<file path="config.mk">
export PLATFORM = sky130hd
export DESIGN_NAME = lc4_core
export DESIGN_NICKNAME = d
export VERILOG_FILES = /design/src/hw/lc4_pkg.sv /design/src/hw/lc4_decoder.sv /design/src/hw/lc4_regfile.sv /design/src/hw/lc4_alu.sv /design/src/hw/lc4_hazard_unit.sv /design/src/hw/lc4_core.sv
export VERILOG_INCLUDE_DIRS = /design/src /design/src/hw
export SDC_FILE = /design/constraint.sdc
export NUM_CORES = 1
export LEC_CHECK = 0
export BUFFER_PORTS_ARGS = -buffer_cell sky130_fd_sc_hd__buf_4
export CAP_MARGIN = 20
export CORE_MARGIN = 10
export CORE_UTILIZATION = 40
export DETAILED_ROUTE_END_ITERATION = 8
export PLACE_DENSITY_LB_ADDON = 0.05
export SYNTH_ARGS = -nofsm -noshare
export SYNTH_HDL_FRONTEND = slang
export SYNTH_SLANG_ARGS = --single-unit
</file>
<file path="constraint.sdc">
create_clock -name gwe -period 9.5 [get_ports gwe]
set_clock_uncertainty 0.15 [all_clocks]
set_input_delay 0 -clock gwe [delete_from_list [all_inputs] [get_ports gwe]]
set_output_delay 0 -clock gwe [all_outputs]
set_load 0.005 [all_outputs]
</file>
<file path="src/hw/lc4_defs.svh">
`ifndef LC4_DEFS_SVH
`define LC4_DEFS_SVH

// datapath width and register count
`define LC4_XLEN        16
`define LC4_NREGS       8

// first fetch address out of reset
`define LC4_RESET_PC    16'h8200

// opcode field, insn[15:12]
`define LC4_OP_BR       4'b0000
`define LC4_OP_ARITH    4'b0001
`define LC4_OP_LOGIC    4'b0101
`define LC4_OP_LDR      4'b0110
`define LC4_OP_STR      4'b0111
`define LC4_OP_CONST    4'b1001
`define LC4_OP_JMP      4'b1100

// stall codes carried down the pipe and out on the retire trace
`define LC4_STALL_NONE      2'd0
`define LC4_STALL_PIPE      2'd1
`define LC4_STALL_BRANCH    2'd2
`define LC4_STALL_LOAD      2'd3

// execute operand source
`define LC4_BYP_NONE    2'd0
`define LC4_BYP_M       2'd1
`define LC4_BYP_W       2'd2

`endif

</file>
<file path="src/hw/lc4_pkg.sv">
`default_nettype none

`include "lc4_defs.svh"

package lc4_pkg;

    typedef logic [1:0] stall_t;

    // register-register layout of ARITH and LOGIC
    typedef struct packed {
        logic [3:0] opcode;
        logic [2:0] rd;
        logic [2:0] rs;
        logic [2:0] sub_op;
        logic [2:0] rt;
    } insn_alu_t;

    // immediate layout, also used by LDR, STR and JMPR
    typedef struct packed {
        logic [3:0] opcode;
        logic [2:0] rd;
        logic [2:0] rs;
        logic [5:0] imm6;
    } insn_imm_t;

    // branch layout; CONST keeps its rd where the mask sits
    typedef struct packed {
        logic [3:0] opcode;
        logic [2:0] nzp;
        logic [8:0] off9;
    } insn_br_t;

    typedef union packed {
        insn_alu_t alu;
        insn_imm_t imm;
        insn_br_t  br;
    } insn_u;

    typedef struct packed {
        logic [2:0] rs_sel;
        logic [2:0] rt_sel;
        logic [2:0] rd_sel;
        logic       rs_re;
        logic       rt_re;
        logic       rd_we;
        logic       nzp_we;
        logic       is_load;
        logic       is_store;
        logic       is_branch;
        logic       is_jump;
    } ctrl_t;

    typedef struct packed {
        stall_t                stall;
        logic [`LC4_XLEN-1:0]  pc;
        insn_u                 insn;
        ctrl_t                 ctrl;
        logic [`LC4_XLEN-1:0]  rs_data;
        logic [`LC4_XLEN-1:0]  rt_data;
    } dx_t;

    typedef struct packed {
        stall_t                stall;
        logic [`LC4_XLEN-1:0]  pc;
        insn_u                 insn;
        ctrl_t                 ctrl;
        logic [`LC4_XLEN-1:0]  result;
        logic [`LC4_XLEN-1:0]  store_data;
    } xm_t;

    typedef struct packed {
        stall_t                stall;
        logic [`LC4_XLEN-1:0]  pc;
        insn_u                 insn;
        ctrl_t                 ctrl;
        logic [`LC4_XLEN-1:0]  result;
        logic [`LC4_XLEN-1:0]  load_data;
        logic [2:0]            nzp;
    } mw_t;

    // one writeback-stage record per cycle
    typedef struct packed {
        logic                  valid;
        stall_t                stall;
        logic [`LC4_XLEN-1:0]  pc;
        logic [`LC4_XLEN-1:0]  insn;
        logic                  rd_we;
        logic [2:0]            wsel;
        logic [`LC4_XLEN-1:0]  wdata;
        logic                  nzp_we;
        logic [2:0]            nzp;
    } retire_t;

endpackage

`default_nettype wire

</file>
<file path="src/hw/lc4_decoder.sv">
`timescale 1ns/1ns
`default_nettype none

`include "lc4_defs.svh"

module lc4_decoder (
    input  wire lc4_pkg::insn_u  i_insn,
    output lc4_pkg::ctrl_t       o_ctrl
);

    logic imm_form;
    logic alu_supported;

    // bit 5 picks the immediate form of ARITH and LOGIC
    assign imm_form = i_insn.imm.imm6[5];

    // MUL, DIV and NOT are not part of this core
    always_comb begin
        if (imm_form) begin
            alu_supported = 1'b1;
        end else if (i_insn.alu.opcode == `LC4_OP_ARITH) begin
            alu_supported = (i_insn.alu.sub_op == 3'b000) || (i_insn.alu.sub_op == 3'b010);
        end else begin
            alu_supported = (i_insn.alu.sub_op != 3'b001);
        end
    end

    always_comb begin
        o_ctrl = '0;
        case (i_insn.alu.opcode)
            `LC4_OP_ARITH, `LC4_OP_LOGIC: begin
                if (alu_supported) begin
                    o_ctrl.rd_sel = i_insn.alu.rd;
                    o_ctrl.rs_sel = i_insn.alu.rs;
                    o_ctrl.rt_sel = i_insn.alu.rt;
                    o_ctrl.rs_re  = 1'b1;
                    o_ctrl.rt_re  = !imm_form;
                    o_ctrl.rd_we  = 1'b1;
                    o_ctrl.nzp_we = 1'b1;
                end
            end
            `LC4_OP_LDR: begin
                o_ctrl.rd_sel  = i_insn.imm.rd;
                o_ctrl.rs_sel  = i_insn.imm.rs;
                o_ctrl.rs_re   = 1'b1;
                o_ctrl.rd_we   = 1'b1;
                o_ctrl.nzp_we  = 1'b1;
                o_ctrl.is_load = 1'b1;
            end
            `LC4_OP_STR: begin
                // store data register lives in the rd field
                o_ctrl.rt_sel   = i_insn.imm.rd;
                o_ctrl.rs_sel   = i_insn.imm.rs;
                o_ctrl.rs_re    = 1'b1;
                o_ctrl.rt_re    = 1'b1;
                o_ctrl.is_store = 1'b1;
            end
            `LC4_OP_CONST: begin
                // rd shares its position with the branch mask
                o_ctrl.rd_sel = i_insn.br.nzp;
                o_ctrl.rd_we  = 1'b1;
                o_ctrl.nzp_we = 1'b1;
            end
            `LC4_OP_BR: begin
                o_ctrl.is_branch = 1'b1;
            end
            `LC4_OP_JMP: begin
                // JMPR only, the pc-relative form stays a no-op
                if (!i_insn.imm.rd[2]) begin
                    o_ctrl.rs_sel  = i_insn.imm.rs;
                    o_ctrl.rs_re   = 1'b1;
                    o_ctrl.is_jump = 1'b1;
                end
            end
            default: begin
                o_ctrl = '0;
            end
        endcase
    end

endmodule

`default_nettype wire

</file>
<file path="src/hw/lc4_regfile.sv">
`timescale 1ns/1ns
`default_nettype none

`include "lc4_defs.svh"

module lc4_regfile (
    input  wire                   gwe,
    input  wire                   i_reset,
    input  wire [2:0]             i_rs_sel,
    input  wire [2:0]             i_rt_sel,
    input  wire [2:0]             i_rd_sel,
    input  wire                   i_rd_we,
    input  wire [`LC4_XLEN-1:0]   i_rd_data,
    output logic [`LC4_XLEN-1:0]  o_rs_data,
    output logic [`LC4_XLEN-1:0]  o_rt_data
);

    logic [`LC4_XLEN-1:0] regs [`LC4_NREGS];

    always_ff @(posedge gwe) begin
        if (i_reset) begin
            for (int i = 0; i < `LC4_NREGS; i++) begin
                regs[i] <= '0;
            end
        end else if (i_rd_we) begin
            regs[i_rd_sel] <= i_rd_data;
        end
    end

    // writeback in the same cycle shows through to decode
    assign o_rs_data = (i_rd_we && i_rd_sel == i_rs_sel) ? i_rd_data : regs[i_rs_sel];
    assign o_rt_data = (i_rd_we && i_rd_sel == i_rt_sel) ? i_rd_data : regs[i_rt_sel];

    // whatever path fed writeback, the value must be resolved
    assert property (@(posedge gwe) disable iff (i_reset)
        i_rd_we |-> !$isunknown({i_rd_sel, i_rd_data}));

endmodule

`default_nettype wire

</file>
<file path="src/hw/lc4_alu.sv">
`timescale 1ns/1ns
`default_nettype none

`include "lc4_defs.svh"

module lc4_alu (
    input  wire lc4_pkg::insn_u   i_insn,
    input  wire [`LC4_XLEN-1:0]   i_pc,
    input  wire [`LC4_XLEN-1:0]   i_rs_data,
    input  wire [`LC4_XLEN-1:0]   i_rt_data,
    output logic [`LC4_XLEN-1:0]  o_result
);

    logic [`LC4_XLEN-1:0] imm5_sext;
    logic [`LC4_XLEN-1:0] imm6_sext;
    logic [`LC4_XLEN-1:0] imm9_sext;
    logic [`LC4_XLEN-1:0] operand_b;

    assign imm5_sext = {{(`LC4_XLEN-5){i_insn.imm.imm6[4]}}, i_insn.imm.imm6[4:0]};
    assign imm6_sext = {{(`LC4_XLEN-6){i_insn.imm.imm6[5]}}, i_insn.imm.imm6};
    assign imm9_sext = {{(`LC4_XLEN-9){i_insn.br.off9[8]}}, i_insn.br.off9};

    // immediate form replaces rt
    assign operand_b = i_insn.imm.imm6[5] ? imm5_sext : i_rt_data;

    always_comb begin
        case (i_insn.alu.opcode)
            `LC4_OP_ARITH: begin
                if (i_insn.alu.sub_op == 3'b010) begin
                    o_result = i_rs_data - i_rt_data;
                end else begin
                    o_result = i_rs_data + operand_b;
                end
            end
            `LC4_OP_LOGIC: begin
                case (i_insn.alu.sub_op)
                    3'b010:  o_result = i_rs_data | i_rt_data;
                    3'b011:  o_result = i_rs_data ^ i_rt_data;
                    default: o_result = i_rs_data & operand_b;
                endcase
            end
            `LC4_OP_LDR, `LC4_OP_STR: begin
                o_result = i_rs_data + imm6_sext;
            end
            `LC4_OP_CONST: begin
                o_result = imm9_sext;
            end
            `LC4_OP_BR: begin
                // branch target, used only when taken
                o_result = i_pc + 1'b1 + imm9_sext;
            end
            `LC4_OP_JMP: begin
                o_result = i_rs_data;
            end
            default: begin
                o_result = '0;
            end
        endcase
    end

endmodule

`default_nettype wire

</file>
<file path="src/hw/lc4_hazard_unit.sv">
`timescale 1ns/1ns
`default_nettype none

`include "lc4_defs.svh"

module lc4_hazard_unit (
    input  wire lc4_pkg::ctrl_t  i_d_ctrl,
    input  wire lc4_pkg::ctrl_t  i_x_ctrl,
    input  wire lc4_pkg::ctrl_t  i_m_ctrl,
    input  wire lc4_pkg::ctrl_t  i_w_ctrl,
    input  wire                  i_x_taken,
    output logic                 o_load_stall,
    output logic                 o_flush,
    output logic [1:0]           o_rs_bypass,
    output logic [1:0]           o_rt_bypass,
    output logic                 o_store_bypass
);

    logic rs_hit;
    logic rt_hit;

    // memory stage is younger, so it wins over writeback
    function automatic logic [1:0] bypass_sel(input logic re, input logic [2:0] sel,
                                              input lc4_pkg::ctrl_t m,
                                              input lc4_pkg::ctrl_t w);
        if (re && m.rd_we && m.rd_sel == sel) begin
            return `LC4_BYP_M;
        end else if (re && w.rd_we && w.rd_sel == sel) begin
            return `LC4_BYP_W;
        end
        return `LC4_BYP_NONE;
    endfunction

    assign rs_hit = i_d_ctrl.rs_re && i_d_ctrl.rs_sel == i_x_ctrl.rd_sel;
    // store data is picked up later on the WM path
    assign rt_hit = i_d_ctrl.rt_re && !i_d_ctrl.is_store && i_d_ctrl.rt_sel == i_x_ctrl.rd_sel;

    assign o_load_stall = i_x_ctrl.is_load && i_x_ctrl.rd_we && (rs_hit || rt_hit);

    // taken branch or any JMPR squashes fetch and decode
    assign o_flush = i_x_taken || i_x_ctrl.is_jump;

    assign o_rs_bypass = bypass_sel(i_x_ctrl.rs_re, i_x_ctrl.rs_sel, i_m_ctrl, i_w_ctrl);
    assign o_rt_bypass = bypass_sel(i_x_ctrl.rt_re, i_x_ctrl.rt_sel, i_m_ctrl, i_w_ctrl);

    assign o_store_bypass = i_m_ctrl.is_store && i_w_ctrl.rd_we &&
                            i_w_ctrl.rd_sel == i_m_ctrl.rt_sel;

    // a load in execute is never also a redirect, so stall and flush cannot collide
    always_comb begin
        assert final (!(i_x_ctrl.is_load && (i_x_ctrl.is_branch || i_x_ctrl.is_jump)));
    end

endmodule

`default_nettype wire

</file>
<file path="src/hw/lc4_core.sv">
`timescale 1ns/1ns
`default_nettype none

`include "lc4_defs.svh"

module lc4_core (
    input  wire                    gwe,
    input  wire                    i_reset,
    output logic [`LC4_XLEN-1:0]   o_cur_pc,
    input  wire [`LC4_XLEN-1:0]    i_cur_insn,
    output logic [`LC4_XLEN-1:0]   o_dmem_addr,
    output logic [`LC4_XLEN-1:0]   o_dmem_towrite,
    output logic                   o_dmem_we,
    input  wire [`LC4_XLEN-1:0]    i_cur_dmem_data,
    output lc4_pkg::retire_t       o_retire
);

    logic [`LC4_XLEN-1:0] pc_q;
    logic [`LC4_XLEN-1:0] pc_next;
    logic [`LC4_XLEN-1:0] d_pc;
    lc4_pkg::insn_u       d_insn;
    lc4_pkg::stall_t      d_stall;
    lc4_pkg::ctrl_t       d_ctrl;
    lc4_pkg::dx_t         x_q;
    lc4_pkg::dx_t         x_next;
    lc4_pkg::xm_t         m_q;
    lc4_pkg::mw_t         w_q;
    logic [`LC4_XLEN-1:0] rs_data;
    logic [`LC4_XLEN-1:0] rt_data;
    logic [`LC4_XLEN-1:0] x_rs;
    logic [`LC4_XLEN-1:0] x_rt;
    logic [`LC4_XLEN-1:0] alu_result;
    logic [`LC4_XLEN-1:0] m_value;
    logic [`LC4_XLEN-1:0] w_data;
    logic [2:0]           nzp_q;
    logic [2:0]           nzp_branch;
    logic [2:0]           m_nzp;
    logic                 x_taken;
    logic                 load_stall;
    logic                 flush;
    logic                 store_bypass;
    logic [1:0]           rs_bypass;
    logic [1:0]           rt_bypass;

    function automatic logic [`LC4_XLEN-1:0] bypass_mux(input logic [1:0] sel,
                                                        input logic [`LC4_XLEN-1:0] rf_val,
                                                        input logic [`LC4_XLEN-1:0] m_val,
                                                        input logic [`LC4_XLEN-1:0] w_val);
        case (sel)
            `LC4_BYP_M: return m_val;
            `LC4_BYP_W: return w_val;
            default:    return rf_val;
        endcase
    endfunction

    // fetch: redirect beats the load-use hold
    assign o_cur_pc = pc_q;
    assign pc_next  = flush ? alu_result : (load_stall ? pc_q : pc_q + 1'b1);

    always_ff @(posedge gwe) begin
        if (i_reset) begin
            pc_q    <= `LC4_RESET_PC;
            d_insn  <= '0;
            d_stall <= `LC4_STALL_BRANCH;
        end else begin
            pc_q <= pc_next;
            if (flush) begin
                d_insn  <= '0;
                d_stall <= `LC4_STALL_BRANCH;
            end else if (!load_stall) begin
                d_insn  <= i_cur_insn;
                d_stall <= `LC4_STALL_NONE;
            end
        end
    end

    always_ff @(posedge gwe) begin
        if (!load_stall) begin
            d_pc <= pc_q;
        end
    end

    // decode
    lc4_decoder decoder_i (
        .i_insn (d_insn),
        .o_ctrl (d_ctrl)
    );

    lc4_regfile regfile_i (
        .gwe       (gwe),
        .i_reset   (i_reset),
        .i_rs_sel  (d_ctrl.rs_sel),
        .i_rt_sel  (d_ctrl.rt_sel),
        .i_rd_sel  (w_q.ctrl.rd_sel),
        .i_rd_we   (w_q.ctrl.rd_we),
        .i_rd_data (w_data),
        .o_rs_data (rs_data),
        .o_rt_data (rt_data)
    );

    lc4_hazard_unit hazard_i (
        .i_d_ctrl       (d_ctrl),
        .i_x_ctrl       (x_q.ctrl),
        .i_m_ctrl       (m_q.ctrl),
        .i_w_ctrl       (w_q.ctrl),
        .i_x_taken      (x_taken),
        .o_load_stall   (load_stall),
        .o_flush        (flush),
        .o_rs_bypass    (rs_bypass),
        .o_rt_bypass    (rt_bypass),
        .o_store_bypass (store_bypass)
    );

    always_comb begin
        x_next = '0;
        if (flush) begin
            x_next.stall = `LC4_STALL_BRANCH;
        end else if (load_stall) begin
            x_next.stall = `LC4_STALL_LOAD;
        end else begin
            x_next.stall   = d_stall;
            x_next.pc      = d_pc;
            x_next.insn    = d_insn;
            x_next.ctrl    = d_ctrl;
            x_next.rs_data = rs_data;
            x_next.rt_data = rt_data;
        end
    end

    // execute
    assign x_rs = bypass_mux(rs_bypass, x_q.rs_data, m_q.result, w_data);
    assign x_rt = bypass_mux(rt_bypass, x_q.rt_data, m_q.result, w_data);

    lc4_alu alu_i (
        .i_insn    (x_q.insn),
        .i_pc      (x_q.pc),
        .i_rs_data (x_rs),
        .i_rt_data (x_rt),
        .o_result  (alu_result)
    );

    // condition codes of older instructions still in flight
    assign nzp_branch = m_q.ctrl.nzp_we ? m_nzp : (w_q.ctrl.nzp_we ? w_q.nzp : nzp_q);
    assign x_taken    = x_q.ctrl.is_branch && |(nzp_branch & x_q.insn.br.nzp);

    // memory
    assign o_dmem_addr    = m_q.result;
    assign o_dmem_we      = m_q.ctrl.is_store;
    assign o_dmem_towrite = store_bypass ? w_data : m_q.store_data;
    assign m_value        = m_q.ctrl.is_load ? i_cur_dmem_data : m_q.result;
    assign m_nzp          = ($signed(m_value) > 0) ? 3'b001 : ((m_value == '0) ? 3'b010 : 3'b100);

    always_ff @(posedge gwe) begin
        if (i_reset) begin
            x_q <= '{stall: `LC4_STALL_BRANCH, default: '0};
            m_q <= '{stall: `LC4_STALL_BRANCH, default: '0};
            w_q <= '{stall: `LC4_STALL_BRANCH, default: '0};
        end else begin
            x_q <= x_next;
            m_q <= '{stall: x_q.stall, pc: x_q.pc, insn: x_q.insn, ctrl: x_q.ctrl,
                     result: alu_result, store_data: x_rt};
            w_q <= '{stall: m_q.stall, pc: m_q.pc, insn: m_q.insn, ctrl: m_q.ctrl,
                     result: m_q.result, load_data: i_cur_dmem_data, nzp: m_nzp};
        end
    end

    // writeback
    assign w_data = w_q.ctrl.is_load ? w_q.load_data : w_q.result;

    always_ff @(posedge gwe) begin
        if (i_reset) begin
            nzp_q <= 3'b010;
        end else if (w_q.ctrl.nzp_we) begin
            nzp_q <= w_q.nzp;
        end
    end

    always_comb begin
        o_retire.valid  = (w_q.stall == `LC4_STALL_NONE);
        o_retire.stall  = w_q.stall;
        o_retire.pc     = w_q.pc;
        o_retire.insn   = w_q.insn;
        o_retire.rd_we  = w_q.ctrl.rd_we;
        o_retire.wsel   = w_q.ctrl.rd_sel;
        o_retire.wdata  = w_data;
        o_retire.nzp_we = w_q.ctrl.nzp_we;
        o_retire.nzp    = w_q.nzp;
    end

    // a write on the data port comes only from a real STR
    assert property (@(posedge gwe) disable iff (i_reset)
        o_dmem_we |-> (m_q.insn.alu.opcode == `LC4_OP_STR) && (m_q.stall == `LC4_STALL_NONE));

endmodule

`default_nettype wire

</file>
======== Word-level counts from Yosys, hierarchy flattened ========
Memory sizes are Yosys's and may differ from the RTL's. A register that Yosys moved wholly into a read port is not among the register bits.
Index checks and enable logic that the tools add are counted.
W data, S select, Z words.
cells by class
  $add $sub $neg .......................... 6
  $lt $le $gt $ge ......................... 1
  equality and inequality tests ........... 28
  mux-type cells .......................... 48
  bitwise logic cells ..................... 5
  reduce and logical (&&, ||, !) cells .... 35
operators by type and width
  operator                 number
  $mux W16                 8
  $pmux W16 S2             3
  $pmux W16 S6             1
  $add A16 B16 Y16         3
  $add A16 B1 Y16 const B  2
  $eq A4 B3 Y1 const B     6
  $eq A3 B3 Y1             7
  $mux W3                  6
  $mux W1                  17
  $and A16 B16 Y16         1
  $eq A4 B4 Y1 const B     4
  $gt A16 B1 Y1 const B    1
  $logic_and A1 B1 Y1      16
  $logic_not A16 Y1        1
  $or A16 B16 Y16          1
  $reduce_or A16 Y1        1
  $sub A16 B16 Y16         1
  $xor A16 B16 Y16         1
  $mux W13                 1
  $mux W2                  6
  $pmux W3 S2              2
  $reduce_or A2 Y1         5
  $eq A3 B2 Y1 const B     3
  $pmux W3 S3              1
  other kinds (17)         25
storage, ports and cells
  register bits after elaboration ......... 254
  memory bits (writable) .................. 128
  input bits .............................. 34
  logic and storage cells ................. 165
  memories kept ........................... 1
memories
  memory          words  bits a word  rd ports  clocked after memory_dff  wr ports  line               RTL
  regfile_i.regs  8      16           2         2                         8         lc4_regfile.sv:18  logic [`LC4_XLEN-1:0] regs [`LC4_NREGS];

======== Logic depth before layout (Yosys ltp) ========
  depth in word-level cells ............... 12
  gate-level depth with buffers ........... 30
  depth with buffers taken out ............ 27

======== By module ========
From an unflattened synthesis, not the netlist that was laid out.
unflattened totals
  cells, all modules ...................... 2037
  area total of the unflattened synthesis .. 22320.2 um^2
by module, submodules not included
  module           times used  cells each  area an instance (um^2)  seq. area each (um^2)
  lc4_core         1           966         10567.6                  6246.0
  lc4_regfile      1           445         7453.4                   3843.7
  lc4_alu          1           560         3764.9                   0.0
  lc4_hazard_unit  1           37          295.3                    0.0
  lc4_decoder      1           29          239.0                    0.0

======== Worst setup path before layout ========
No wires, ideal clock.
  kind .................................... register to register
  from .................................... register x_q[45] (netlist bit)
  to ...................................... register pc_q[15] (netlist: o_cur_pc[15])
  data arrival time ....................... 5.826 ns
  setup slack ............................. 3.453 ns
  stages on the path, launching flop included .. 26
  path buffers ............................ 2
  period minus slack after synthesis ...... 6.047 ns
  cell sequence ........................... dfxtp_1 xor2_1 nor4_4 clkbuf_1 clkbuf_1 o21ai_0 o21ai_0 ha_1 nand2_1 a21boi_0 ha_1 nand2_1 o21ai_0 ha_1 a21o_1 a21o_1 a2111oi_0 o31ai_1 o41a_1 a211o_1 a21oi_1 xor2_1 xor2_1 and4_1 o211ai_2 a2bb2oi_1
on the way
  word-level cells in the longest chain between the ends .. 12
RTL lines
  item                                                  line                          RTL
  start: declaration                                    lc4_core.sv:24                lc4_pkg::dx_t x_q;
  start signal: assignment                              lc4_core.sv:159               x_q <= x_next;
  $eq A3 B3 Y1                                          lc4_hazard_unit.sv:28         end else if (re && w.rd_we && w.rd_sel == sel) begin
  $logic_and A1 B1 Y1                                   lc4_hazard_unit.sv:28
  $mux W1                                               lc4_hazard_unit.sv:28
  $mux W1                                               lc4_hazard_unit.sv:26         if (re && m.rd_we && m.rd_sel == sel) begin
  $mux W2 (*)                                           lc4_hazard_unit.sv:31         return `LC4_BYP_NONE;
  $eq A2 B2 Y1 or $eq A2 B1 Y1 (tied branches)          lc4_core.sv:49                case (sel)
  $pmux W16 S2 (*)                                      lc4_core.sv:49
  $mux W16                                              lc4_alu.sv:24                 assign operand_b = i_insn.imm.imm6[5] ? imm5_sext : i_rt_data;
  $add A16 B16 Y16 or $and A16 B16 Y16 (tied branches)  lc4_alu.sv:32, lc4_alu.sv:39
  $mux W16 or $pmux W16 S2 (tied branches)              lc4_alu.sv:29, lc4_alu.sv:36
  $pmux W16 S6 (*)                                      lc4_alu.sv:27                 case (i_insn.alu.opcode)
  $mux W16 (*)                                          lc4_core.sv:58                assign pc_next = flush ? alu_result : (load_stall ? pc_q : pc_q + 1'b1);
  end signal: assignment                                lc4_core.sv:62                pc_q <= `LC4_RESET_PC;
  end signal: assignment                                lc4_core.sv:66                pc_q <= pc_next;
  end: declaration                                      lc4_core.sv:18                logic [`LC4_XLEN-1:0] pc_q;
Mark *: on every way between the ends. The rest lies on a longest branch, timed or not.
A chain may end at the register's enable or synchronous reset.

======== Worst setup path after layout ========
  from .................................... register w_q (netlist bit o_retire[23])
  to ...................................... register pc_q[15] (netlist: o_cur_pc[15])
on the way
  word-level cells in the longest chain between the ends .. 12
RTL lines
  item                                                  line                          RTL
  start: declaration                                    lc4_core.sv:27                lc4_pkg::mw_t w_q;
  start signal: assignment                              lc4_core.sv:162               w_q <= '{stall: m_q.stall, pc: m_q.pc, insn: m_q.insn, ctrl: m_q.ctrl,
  $logic_and A1 B1 Y1 (2 in a row)                      lc4_hazard_unit.sv:28
  $mux W1                                               lc4_hazard_unit.sv:28
  $mux W1                                               lc4_hazard_unit.sv:26
  $mux W2                                               lc4_hazard_unit.sv:31
  $eq A2 B2 Y1 or $eq A2 B1 Y1 (tied branches)          lc4_core.sv:49
  $pmux W16 S2                                          lc4_core.sv:49
  $mux W16                                              lc4_alu.sv:24
  $add A16 B16 Y16 or $and A16 B16 Y16 (tied branches)  lc4_alu.sv:32, lc4_alu.sv:39
  $mux W16 or $pmux W16 S2 (tied branches)              lc4_alu.sv:29, lc4_alu.sv:36
  $pmux W16 S6 (*)                                      lc4_alu.sv:27
  $mux W16 (*)                                          lc4_core.sv:58
Marked as above.

==> impl_metrics.ini <==
[worst_setup_path]
timing_worst_setup_path_type = flop to flop
start_kind = flop
cp-end-kind = flop
required_ns = 9.88
worst_r2r_path_depth = 25
r2r_start = o_retire[23]
endpoint = o_cur_pc[15]
r2r_setup_slack_ns = 2.26
r2r-end = o_cur_pc[15]
critPathLaunch = o_retire[23]
cp.arrival_ns = 7.62
worstPathMaxFanout = 33

[drt]
antenna_left = 0
vias_per_cell = 5.60
drt_iter0_markers = 1284
wl_per_cell_microns = 24.5
drt_pass1_iterations = 7
via_count = 17800
drc = 0
wl_mm = 77.7

[global_routing]
antenna_found_initial = 2
grt_max_degree = 95
grt_pass1_wl_mm = 115
grt_usage_pct = 24.1
grt-ovfl-total = 0
grt_pass1_vias = 17400

[power]
p_total_w = 0.00445
irDropWorstVdd_v = 0.000139
power_density_nw_per_um2 = 183
power_leakage_nw = 9.86

[synth]
synth_area_leaders = dfxtp_1 26%, edfxtp_1 21%, nor2_1 6.3%
synth_most_common_cell = nor2_1
async_reset_ff_share_pct = 0
yosys.area.top_type = dfxtp_1
synth_nets = 2466
synth_seq_cells = 411
synth_area_sq_um = 21000
yosys.area.top_type_share_pct = 25.5
ys_seq_area_share_pct = 46.1
synth-warning-count = 0
ys.flop_type = dfxtp_1
synth-edff-count = 144
synth_cell_types = 87
avgSynthCellArea_sq_um = 8.80
synthCells = 2381
synth_commonest_cells = 352 x nor2_1, 323 x nand2_1, 267 x dfxtp_1

[place]
placed_area_sq_um = 22300
gp_congestion = 0.957
dp_cells = 3045
dp.final_hpwl_mm = 54.3
port_buffers = 141

[layout]
nNetsFinal = 2542
area_growth_pct = 16.1
fill_cells = 5005
diodes = 0
drive_above_1_share_pct = 13.2
stdcell_count = 3176
design_area_sq_um = 24300

[timing]
finalCritPeriodShare_pct = 76.2
finalHoldViolations = 0
tns_ns = 0
holdWs_ns = 0.0441
setup-violations-final = 0
max_slew.worst_pin.slew_ns = 1.07
maxSlewViolCount = 0
rsz0062_at_grt = no
fin_crit_ns = 7.24
maxSlewHeadroom_pct = 28.4
fmax_mhz = 138

[clock_network]
insertion_delay_ns = 0.60
cts_tree = built
post_cts_resized = 0
clockBufferDepth = 3
cts-buffers-inserted = 47
cts_root_buf = clkbuf_16
path_clk_slew_ns = 0.06
cts_max_level = 2
tritoncts_num_sinks = 411

[min_path]
holdPathStages = 4
holdCritPathClass = input pin to flop

[floorplanning]
core-area_sq_um = 51600
die-area_sq_um = 61900
die_w_microns = 249
die_h_microns = 249
initial_core_util_pct = 40.6
num_io_pins = 142
row_count = 83

[flow_run]
maxCapViolCount = 0

[run_status]
status = finished, final reports clean
[worst min-delay path by stage]
stage / start / slack (ns) / endpoint
floorplan: i_cur_dmem_data[7] / -0.02 / w_q[10]
global placement: i_cur_dmem_data[10] / 0.08 / w_q[13]
detailed placement: i_cur_dmem_data[10] / 0.08 / w_q[13]
CTS: i_cur_insn[5] / 0.02 / d_insn[5]
global route: i_cur_insn[15] / 0.06 / d_insn[15]
finish: i_cur_insn[5] / 0.04 / d_insn[5]
[sequential cells by signal, indices dropped and copies added (netlist names)]
| signal | count |
|---|---|
| regfile_i.regs | 128 |
| x_q | 82 |
| m_q | 58 |
| o_retire | 41 |
| w_q | 33 |
| d_insn | 16 |
| d_pc | 16 |
| o_cur_pc | 16 |
| o_dmem_addr | 16 |
| nzp_q | 3 |
| d_stall | 1 |
| o_dmem_we | 1 |
[stage by stage]
step / util [%] / worst slack, ns
3_5_place_dp: 43.2 / 2.41
3_3_place_gp: 43.2 / 2.46
6_report: 47.1 / 2.26
4_1_cts: 47.1 / 2.38
5_1_grt: 47.1 / 1.73
2_1_floorplan: - / 3.45
[final cells by class]
type | instances | area (sq um) | share of cell area, %
Sequential cell | 411 | 9670 | 39.7
Inverter | 63 | 236 | 0.972
Timing Repair Buffer | 245 | 1960 | 8.05
Tap cell | 680 | 851 | 3.50
Clock buffer | 74 | 1450 | 5.96
Clock inverter | 14 | 156 | 0.643
Multi-Input combinational cell | 1689 | 10000 | 41.1
[where the power goes]
group / total (W) / switching (W) / internal (W)
Sequential: 0.00196 / 0.0000673 / 0.00189
Clock: 0.00186 / 0.000776 / 0.00109
Combinational: 0.000635 / 0.000390 / 0.000245
[kinds of logic (layout without fill, tap and decap cells)]
kind of cell	Yosys count	count (layout)	share of synthesized area (%)
compound gates	434	434	14.1
xor+xnor	74	74	3.16
fa+ha+maj	51	51	3.12
buf+inv	281	396	6.25
flops	411	411	46.1
mux	82	82	4.13
simple gates	1048	1048	23.1
[repair_timing]
action | CTS | global route
hold endpoints to repair | 81 | 0
hold buffers | 43 | 0
buffers inserted | 0 | 0
[layer usage]
metal | vias to the layer above | wire length [microns] | track usage (%)
li1 | 8372 | - | -
met5 | - | 13 | 0
met3 | 126 | 4780 | 3.46
met1 | 8617 | 32700 | 30.5
met4 | 2 | 2780 | 9.47
met2 | 654 | 37300 | 40.7
[layout by cell type, fill, tap and decap left out, types with 15 or more instances in the layout]
cell type / instances
mux2i_1: 71
o221ai_1: 21
xnor2_1: 41
nor2b_1: 117
dlygate4sd3_1: 43
a311oi_1: 18
a21oi_1: 91
nand3_1: 81
xor2_1: 31
dfxtp_1: 266
and2_1: 42
edfxtp_1: 144
buf_4: 200
o21ai_0: 79
clkbuf_8: 15
nand2_1: 323
a211oi_1: 66
a21o_1: 16
and3_1: 29
clkbuf_16: 48
a31oi_1: 38
nor2_1: 352
nor3_1: 21
nand2b_1: 16
inv_1: 62
ha_1: 49
[worst max-delay path, stage by stage (launching register included)]
cell and delay (ns):
dfxtp_1 0.66, nand2_1 0.22, nor4_4 0.24, buf_4 0.39, mux2i_1 0.13, o21a_1 0.23, mux2_2 0.33, ha_1 0.29
nand3_1 0.20, nand2_2 0.14, o31ai_1 0.57, nor3_2 0.15, nand2_1 0.11, xor2_1 0.17, a21oi_1 0.09, ha_1 0.23
a2111oi_0 0.70, o31ai_1 0.25, o41a_1 0.41, a211o_1 0.28, a21oi_1 0.20, xor2_1 0.26, xor2_1 0.22, and4_1 0.23
o211ai_2 0.10, a2bb2oi_1 0.17
Power figures use the tool's default switching activity.
